File: src/source/uart_pkg.sv
package uart_pkg;

  ////////////////////////////////////////////////////////////////////
  // bus and payload widths
  ////////////////////////////////////////////////////////////////////

  localparam int addr_width = 4;
  localparam int data_width = 32;
  localparam int byte_width = 8;

  // register offsets on the APB port
  localparam logic [addr_width-1:0] addr_data    = 4'h0;
  localparam logic [addr_width-1:0] addr_status  = 4'h4;
  localparam logic [addr_width-1:0] addr_control = 4'h8;

  // one-hot read select between decoder and read mux
  localparam int sel_width   = 3;
  localparam int sel_data    = 0;
  localparam int sel_status  = 1;
  localparam int sel_control = 2;

  ////////////////////////////////////////////////////////////////////
  // register words
  ////////////////////////////////////////////////////////////////////

  typedef struct packed {
    logic [data_width-byte_width-1:0] unused;
    logic [byte_width-1:0]            data;
  } tx_word_t;

  typedef struct packed {
    logic [data_width-2:0] reserved;
    logic                  rx_irq_enable;
  } control_word_t;

  // same write word, viewed by address
  typedef union packed {
    tx_word_t      tx;
    control_word_t control;
  } write_word_u;

  typedef struct packed {
    logic [data_width-4:0] zero;
    logic                  rx_overrun;
    logic                  rx_ready;
    logic                  tx_busy;
  } status_word_t;

endpackage

File: src/source/uart_apb_decode.sv
`timescale 1ns/1ns

module uart_apb_decode (
  input  logic                            clock,
  input  logic                            reset,
  input  logic                            psel,
  input  logic                            penable,
  input  logic                            pwrite,
  input  logic [uart_pkg::addr_width-1:0] paddr,
  input  uart_pkg::write_word_u           pwdata,
  input  logic                            tx_busy,
  output logic                            pready,
  output logic                            pslverr,
  output logic                            tx_start,
  output logic [uart_pkg::byte_width-1:0] tx_byte,
  output logic                            rx_read,
  output logic                            irq_enable,
  output logic [uart_pkg::sel_width-1:0]  read_sel
);

  logic access;
  logic hit_data;
  logic hit_status;
  logic hit_control;
  logic write_ok;
  logic read_ok;
  logic read_done;

  // access phase of a selected transfer
  assign access = psel & penable;

  assign hit_data    = (paddr == uart_pkg::addr_data);
  assign hit_status  = (paddr == uart_pkg::addr_status);
  assign hit_control = (paddr == uart_pkg::addr_control);

  // status is read only
  assign write_ok = hit_data | hit_control;
  assign read_ok  = hit_data | hit_status | hit_control;

  // only a data write can stall, and only while the serializer is busy
  assign pready  = ~(access & pwrite & hit_data & tx_busy);
  assign pslverr = access & (pwrite ? ~write_ok : ~read_ok);

  assign tx_start = access & pwrite & hit_data & ~tx_busy;
  assign tx_byte  = pwdata.tx.data;

  assign read_done = access & ~pwrite;
  assign rx_read   = read_done & hit_data;

  always_comb begin
    read_sel = '0;
    read_sel[uart_pkg::sel_data]    = read_done & hit_data;
    read_sel[uart_pkg::sel_status]  = read_done & hit_status;
    read_sel[uart_pkg::sel_control] = read_done & hit_control;
  end

  ////////////////////////////////////////////////////////////////////
  // control register
  ////////////////////////////////////////////////////////////////////

  always_ff @(posedge clock) begin
    if (!reset) begin
      irq_enable <= 1'b0;
    end else if (access && pwrite && hit_control) begin
      irq_enable <= pwdata.control.rx_irq_enable;
    end
  end

  // apb enable phase only inside a selected transfer
  penable_needs_psel: assert property (
    @(posedge clock) disable iff (!reset)
    penable |-> psel
  );

endmodule

File: src/source/uart_result.sv
`timescale 1ns/1ns

module uart_result (
  input  logic                            clock,
  input  logic                            reset,
  input  logic [uart_pkg::sel_width-1:0]  read_sel,
  input  logic [uart_pkg::byte_width-1:0] rx_byte,
  input  logic                            rx_ready,
  input  logic                            rx_new,
  input  logic                            rx_read,
  input  logic                            tx_busy,
  input  logic                            irq_enable,
  output logic [uart_pkg::data_width-1:0] prdata,
  output logic                            irq
);

  uart_pkg::status_word_t status;
  logic                   overrun;
  logic                   ready_next;

  always_comb begin
    status            = '0;
    status.tx_busy    = tx_busy;
    status.rx_ready   = rx_ready;
    status.rx_overrun = overrun;
  end

  // read data, only during the access cycle of a read
  always_comb begin
    prdata = '0;
    if (read_sel[uart_pkg::sel_data]) begin
      prdata[uart_pkg::byte_width-1:0] = rx_byte;
    end else if (read_sel[uart_pkg::sel_status]) begin
      prdata = status;
    end else if (read_sel[uart_pkg::sel_control]) begin
      prdata[0] = irq_enable;
    end
  end

  ////////////////////////////////////////////////////////////////////
  // overrun and interrupt
  ////////////////////////////////////////////////////////////////////

  // previous byte still unread when the next one lands
  always_ff @(posedge clock) begin
    if (!reset) begin
      overrun <= 1'b0;
    end else if (rx_new && rx_ready && !rx_read) begin
      overrun <= 1'b1;
    end else if (read_sel[uart_pkg::sel_status]) begin
      overrun <= 1'b0;
    end
  end

  // next value of rx_ready, so irq tracks it without extra lag
  assign ready_next = rx_new | (rx_ready & ~rx_read);

  always_ff @(posedge clock) begin
    if (!reset) begin
      irq <= 1'b0;
    end else begin
      irq <= ready_next & irq_enable;
    end
  end

endmodule

File: src/source/uart_rx.sv
`timescale 1ns/1ns

module uart_rx #(
  parameter int clocks_per_bit = 8
) (
  input  logic                            clock,
  input  logic                            reset,
  input  logic                            rx,
  input  logic                            rx_read,
  output logic [uart_pkg::byte_width-1:0] rx_byte,
  output logic                            rx_ready,
  output logic                            rx_new
);

  localparam int count_width = $clog2(clocks_per_bit);
  localparam logic [count_width-1:0] full = count_width'(clocks_per_bit - 1);
  localparam logic [count_width-1:0] half = count_width'(clocks_per_bit / 2 - 1);

  // states idle, start, eight data bits and stop
  localparam logic [3:0] st_idle  = 4'd0;
  localparam logic [3:0] st_start = 4'd1;
  localparam logic [3:0] st_last  = 4'd9;
  localparam logic [3:0] st_stop  = 4'd10;

  logic                   rx_meta;
  logic                   rx_sync;
  logic [3:0]             state;
  logic [count_width-1:0] count;
  logic [8:0]             shift;
  logic                   tick;

  // line is asynchronous to clock
  always_ff @(posedge clock) begin
    if (!reset) begin
      rx_meta <= 1'b1;
      rx_sync <= 1'b1;
    end else begin
      rx_meta <= rx;
      rx_sync <= rx_meta;
    end
  end

  // half period to the start sample, full period after that
  assign tick   = (state == st_start) ? (count == half) : (count == full);
  assign rx_new = (state == st_stop) && tick;

  ////////////////////////////////////////////////////////////////////
  // bit sequencer
  ////////////////////////////////////////////////////////////////////

  always_ff @(posedge clock) begin
    if (!reset) begin
      state <= st_idle;
      count <= '0;
    end else if (state == st_idle) begin
      count <= '0;
      if (!rx_sync) begin
        state <= st_start;
      end
    end else if (tick) begin
      count <= '0;
      if (state == st_stop) begin
        state <= st_idle;
      end else if (state == st_start && rx_sync) begin
        // glitch rather than a start bit
        state <= st_idle;
      end else begin
        state <= state + 4'd1;
      end
    end else begin
      count <= count + 1'b1;
    end
  end

  // start bit ends up in shift[0], data lsb first above it
  always_ff @(posedge clock) begin
    if (tick && state >= st_start && state <= st_last) begin
      shift <= {rx_sync, shift[8:1]};
    end
  end

  always_ff @(posedge clock) begin
    if (rx_new) begin
      rx_byte <= shift[8:1];
    end
  end

  // a new byte wins over a read in the same cycle
  always_ff @(posedge clock) begin
    if (!reset) begin
      rx_ready <= 1'b0;
    end else if (rx_new) begin
      rx_ready <= 1'b1;
    end else if (rx_read) begin
      rx_ready <= 1'b0;
    end
  end

  // stop sample hands over a byte and goes back to idle
  rx_new_ends_frame: assert property (
    @(posedge clock) disable iff (!reset)
    rx_new |=> (state == st_idle) && rx_ready
  );

endmodule

File: src/source/uart_top.sv
`timescale 1ns/1ns

module uart_top #(
  parameter int clocks_per_bit = 8
) (
  input  logic                            clock,
  input  logic                            reset,
  input  logic                            psel,
  input  logic                            penable,
  input  logic                            pwrite,
  input  logic [uart_pkg::addr_width-1:0] paddr,
  input  logic [uart_pkg::data_width-1:0] pwdata,
  output logic [uart_pkg::data_width-1:0] prdata,
  output logic                            pready,
  output logic                            pslverr,
  input  logic                            rx,
  output logic                            tx,
  output logic                            irq
);

  logic                            tx_start;
  logic [uart_pkg::byte_width-1:0] tx_byte;
  logic                            tx_busy;
  logic                            rx_read;
  logic                            rx_ready;
  logic                            rx_new;
  logic [uart_pkg::byte_width-1:0] rx_byte;
  logic                            irq_enable;
  logic [uart_pkg::sel_width-1:0]  read_sel;

  uart_apb_decode i_decode (
    .clock      (clock),
    .reset      (reset),
    .psel       (psel),
    .penable    (penable),
    .pwrite     (pwrite),
    .paddr      (paddr),
    .pwdata     (pwdata),
    .tx_busy    (tx_busy),
    .pready     (pready),
    .pslverr    (pslverr),
    .tx_start   (tx_start),
    .tx_byte    (tx_byte),
    .rx_read    (rx_read),
    .irq_enable (irq_enable),
    .read_sel   (read_sel)
  );

  uart_rx #(.clocks_per_bit(clocks_per_bit)) i_rx (
    .clock    (clock),
    .reset    (reset),
    .rx       (rx),
    .rx_read  (rx_read),
    .rx_byte  (rx_byte),
    .rx_ready (rx_ready),
    .rx_new   (rx_new)
  );

  uart_tx #(.clocks_per_bit(clocks_per_bit)) i_tx (
    .clock    (clock),
    .reset    (reset),
    .tx_start (tx_start),
    .tx_byte  (tx_byte),
    .tx       (tx),
    .tx_busy  (tx_busy)
  );

  uart_result i_result (
    .clock      (clock),
    .reset      (reset),
    .read_sel   (read_sel),
    .rx_byte    (rx_byte),
    .rx_ready   (rx_ready),
    .rx_new     (rx_new),
    .rx_read    (rx_read),
    .tx_busy    (tx_busy),
    .irq_enable (irq_enable),
    .prdata     (prdata),
    .irq        (irq)
  );

endmodule

File: src/source/uart_tx.sv
`timescale 1ns/1ns

module uart_tx #(
  parameter int clocks_per_bit = 8
) (
  input  logic                            clock,
  input  logic                            reset,
  input  logic                            tx_start,
  input  logic [uart_pkg::byte_width-1:0] tx_byte,
  output logic                            tx,
  output logic                            tx_busy
);

  localparam int count_width = $clog2(clocks_per_bit);
  localparam logic [count_width-1:0] full = count_width'(clocks_per_bit - 1);

  logic [9:0]             frame;
  logic [count_width-1:0] count;
  logic [3:0]             bit_index;
  logic                   tick;

  assign tick = tx_busy && (count == full);

  // line follows the low end of the frame, ones fill in behind it
  assign tx = frame[0];

  ////////////////////////////////////////////////////////////////////
  // serializer
  ////////////////////////////////////////////////////////////////////

  always_ff @(posedge clock) begin
    if (!reset) begin
      frame     <= '1;
      count     <= '0;
      bit_index <= '0;
      tx_busy   <= 1'b0;
    end else if (!tx_busy) begin
      count     <= '0;
      bit_index <= '0;
      if (tx_start) begin
        // stop, data lsb first, start
        frame   <= {1'b1, tx_byte, 1'b0};
        tx_busy <= 1'b1;
      end
    end else if (tick) begin
      count     <= '0;
      frame     <= {1'b1, frame[9:1]};
      bit_index <= bit_index + 4'd1;
      if (bit_index == 4'd9) begin
        // end of stop bit
        tx_busy <= 1'b0;
      end
    end else begin
      count <= count + 1'b1;
    end
  end

  // idle line must be at mark level
  tx_idle_high: assert property (
    @(posedge clock) disable iff (!reset)
    !tx_busy |-> tx
  );

endmodule

File: config.mk
export PLATFORM = sky130hd
export DESIGN_NAME = uart_top
export DESIGN_NICKNAME = d
export VERILOG_FILES = /design/src/source/uart_pkg.sv /design/src/source/uart_apb_decode.sv /design/src/source/uart_result.sv /design/src/source/uart_rx.sv /design/src/source/uart_top.sv /design/src/source/uart_tx.sv
export SDC_FILE = /design/constraint.sdc
export NUM_CORES = 1
export LEC_CHECK = 0
export BUFFER_PORTS_ARGS = -buffer_cell sky130_fd_sc_hd__buf_2
export CAP_MARGIN = 15
export CORE_MARGIN = 1.5
export CORE_UTILIZATION = 40
export DETAILED_ROUTE_END_ITERATION = 7
export GPL_TIMING_DRIVEN = 0
export PLACE_DENSITY = 0.66
export SLEW_MARGIN = 20
export SYNTH_ARGS = -nofsm -noshare
export SYNTH_HDL_FRONTEND = slang
export SYNTH_SLANG_ARGS = --single-unit
export TNS_END_PERCENT = 30
File: constraint.sdc
create_clock -name clock -period 3.5 [get_ports clock]
set_input_delay 0.7 -clock clock [delete_from_list [all_inputs] [get_ports clock]]
set_output_delay 0.7 -clock clock [all_outputs]
set_load 0.005 [all_outputs]
==> reports/results.tsv <==
stage	metric	value	unit
cells_and_area	final_common_cell	buf_2	
sta	final-hold-violation-count	0	
grt	grt_pass1_vias	1334	
worst_setup_path	cp_max_fo	5	
hold_path	holdCritPathClass	reg2reg	
placement	dp_hpwl	2.67	mm
yosys	synth_area_leader_cell	dfxtp_1	
yosys	syn_area_per_cell	10.7	µm²
worst_setup_path	crit_chain	buf_2 -> nand4bb_4 -> nor4b_1 -> a22oi_1 -> a21oi_1 -> buf_2	
routing	drtAntennaViolNets	0	
worst_setup_path	crit_arrival	2.11	ns
yosys	synth-seq-cells	46	
yosys	synth_seq_area_share	47.7	%
worst_setup_path	max_stage_delay	0.57	ns
routing	wl_per_cell	10.6	µm
cts	clkSinkCount	46	
outcome	status	completed	
routing	initialDrtViolationCount	40	
grt	grt_max_degree	16	
sta	fmax	356	MHz
placement	gp_congestion	0.848	
sta	post-route-min-period	2.81	ns
sta	worstMarginPinSlew	0.789	ns
grt	antenna_found_initial	0	
floorplanning	coreArea	5470	µm²
routing	route.detailed.drc	0	
yosys	synth_edf_count	16	
worst_setup_path	crit_top_cell	buf_2	
cts	numCtsBuffers	5	
sta	rsz0062_at_grt	false	
grt	globalRouteOverflowTotal	0	
yosys	yosysUniqueCellTypes	44	
cts	cts_tree	done	
routing	drt_first_pass_iters	4	
floorplanning	die_h	78.3	µm
cells_and_area	drive_gt1_share	28.3	%
cells_and_area	layout.nets	323	
cts	cts_buffer_depth	2	
flow_run	maxCapViolations	0	
worst_setup_path	crit_type	in2out	
cts	holdBufCountCts	0	
routing	drt-total-wl	3.63	mm
sta	slew_viol_final	0	
cts	cts_setup_buffers	0	
floorplanning	dieArea	6130	µm²
yosys	yosys_warnings	0	
grt	grt_first_pass_wirelength	6.29	mm
sta	worst_slack	0.692	ns
floorplanning	start_util	41.4	%
cts	clk_pin_slew_worst_paths	0.08	ns
floorplanning	num_io_pins	78	
placement	io_buffers	29	
sta	max-slew-margin-rel	46.9	%
routing	routed_via_density	4.47	
power	pwr_density_cell	375	nW/µm²
worst_setup_path	required	2.80	ns
power	irDropWorstVdd	0.194	mV
sta	skew	0.00674	ns
grt	grt_usage	13.2	%
worst_setup_path	critical_path.startpoint_type	primary input	
worst_setup_path	end_kind	primary output	
cts	cts_htree_levels	2	
sta	fin_setup_tns	0	ns
sta	finalCritPeriodShare	80.2	%
cts	clkLatencyLatePin	0.30	ns
cts	cts_resized	0	
cells_and_area	num_antenna_cells	0	
yosys	synthTopCellsByArea	dfxtp_1, edfxtp_1, buf_4, ha_1, mux2i_1	
yosys	ys.flop_type	dfxtp_1	
cells_and_area	syn2layout_area_growth	19.2	%
floorplanning	die-width	78.3	µm
cts	clockRootBuffer	clkbuf_8	
power	power_leakage	1.15	nW
floorplanning	rows	27	
yosys	synth_area	2270	µm²
cells_and_area	layout_common_cells	buf_2, dfxtp_1, buf_4, conb_1, nand2_1	
placement	dp_slack	0.675	ns
worst_setup_path	cpMaxStageDelayCell	nor4b_1	
routing	vias	1536	
yosys	synth_cells	212	
yosys	async_flop_share	0	%
sta	setup-violations-final	0	
yosys	synth_top_area_share	26.5	%
==> cells in the mapped netlist (2+ instances only) <==
cell type / count
nand4_1: 2
nor2_1: 13
mux2_2: 7
xor2_1: 3
mux2i_1: 10
ha_1: 10
clkbuf_1: 4
buf_2: 2
dfxtp_1: 30
edfxtp_1: 16
nand2_1: 18
o31a_1: 2
nand2b_1: 2
o21ai_0: 5
o211ai_1: 2
nand3_1: 4
nor2b_1: 3
o21bai_1: 2
buf_4: 24
and2_1: 8
a21oi_1: 5
nor4b_1: 3
xnor2_1: 2
inv_1: 8
nor3b_1: 5
a22o_1: 2
nor3_1: 2
and3b_1: 2
==> cells by family after synthesis <==
logic type / after synthesis / share of synthesized area [%]
AOI/OAI and AO/OA: 26 / 8.38
xor gates and xnor gates: 5 / 1.93
adders and majority gates: 10 / 5.52
buffers and inverters: 39 / 10.9
DFF: 46 / 47.7
muxes: 17 / 7.89
other: 1 / 0.165
and+or+nand+nor: 68 / 17.6
==> report_power, final <==
part	total (mW)	internal, mW	switching (mW)
clock network	0.390	0.212	0.178
logic	0.0701	0.0386	0.0314
registers	0.553	0.551	0.00167
total	1.01	0.802	0.211
==> through the flow <==
stage / hold slack [ns] / cells / cell area, µm² / power, mW / utilization, %
floorplan: 0.386 / 235 / 2350 / 0.614 / -
global placement: 0.394 / 336 / 2590 / 0.634 / 47.3
detailed placement: 0.392 / 336 / 2590 / 0.635 / 47.3
CTS: 0.411 / 344 / 2700 / 1.03 / 49.4
global route: 0.435 / 344 / 2700 / 1.06 / 49.4
finish: 0.411 / 344 / 2700 / 1.01 / 49.4
==> registers in the layout, indices dropped and copies added (netlist names), 3 cells and up <==
name,cells
i_tx.frame,9
i_rx.count,3
i_rx.shift,8
i_tx.count,3
i_rx.state,4
i_rx.rx_byte,8
i_tx.bit_index,4
==> critical path, delay by kind of cell <==
kind	cells	cell delay (ns)
AO/OA/AOI/OAI	2	0.34
buffers and inverters	2	0.23
AND/OR/NAND/NOR	2	0.84
==> layer usage <==
layer / routed length, µm / part of all wire, % / track usage, %
met5: 0 / 0 / 0
met4: 69 / 1.9 / 6.96
met3: 233 / 6.4 / 4.30
met2: 1600 / 44 / 19.7
met1: 1730 / 48 / 17.0
==> final cells by class <==
class | count | area (µm²)
clock buffer | 5 | 68.8
timing repair buffer | 29 | 145
multi-input combinational | 150 | 1030
tap | 72 | 90.1
buffer | 31 | 216
fill | 536 | 2770
sequential | 46 | 1080
clock inverter | 3 | 45.0
inverter | 8 | 30.0
==> worst paths after layout <==
kind | startpoint | endpoint | slack (ns) | depth (start not counted)
max | paddr[0] | prdata[0] | 0.69 | 6
min | i_rx.rx_meta | i_rx.rx_sync | 0.41 | 1
max reg2reg | i_rx.state[1] | i_rx.shift[7] | 1.43 | 6
min reg2reg | i_rx.rx_meta | i_rx.rx_sync | 0.41 | 1
Power figures use the tool's default switching activity.
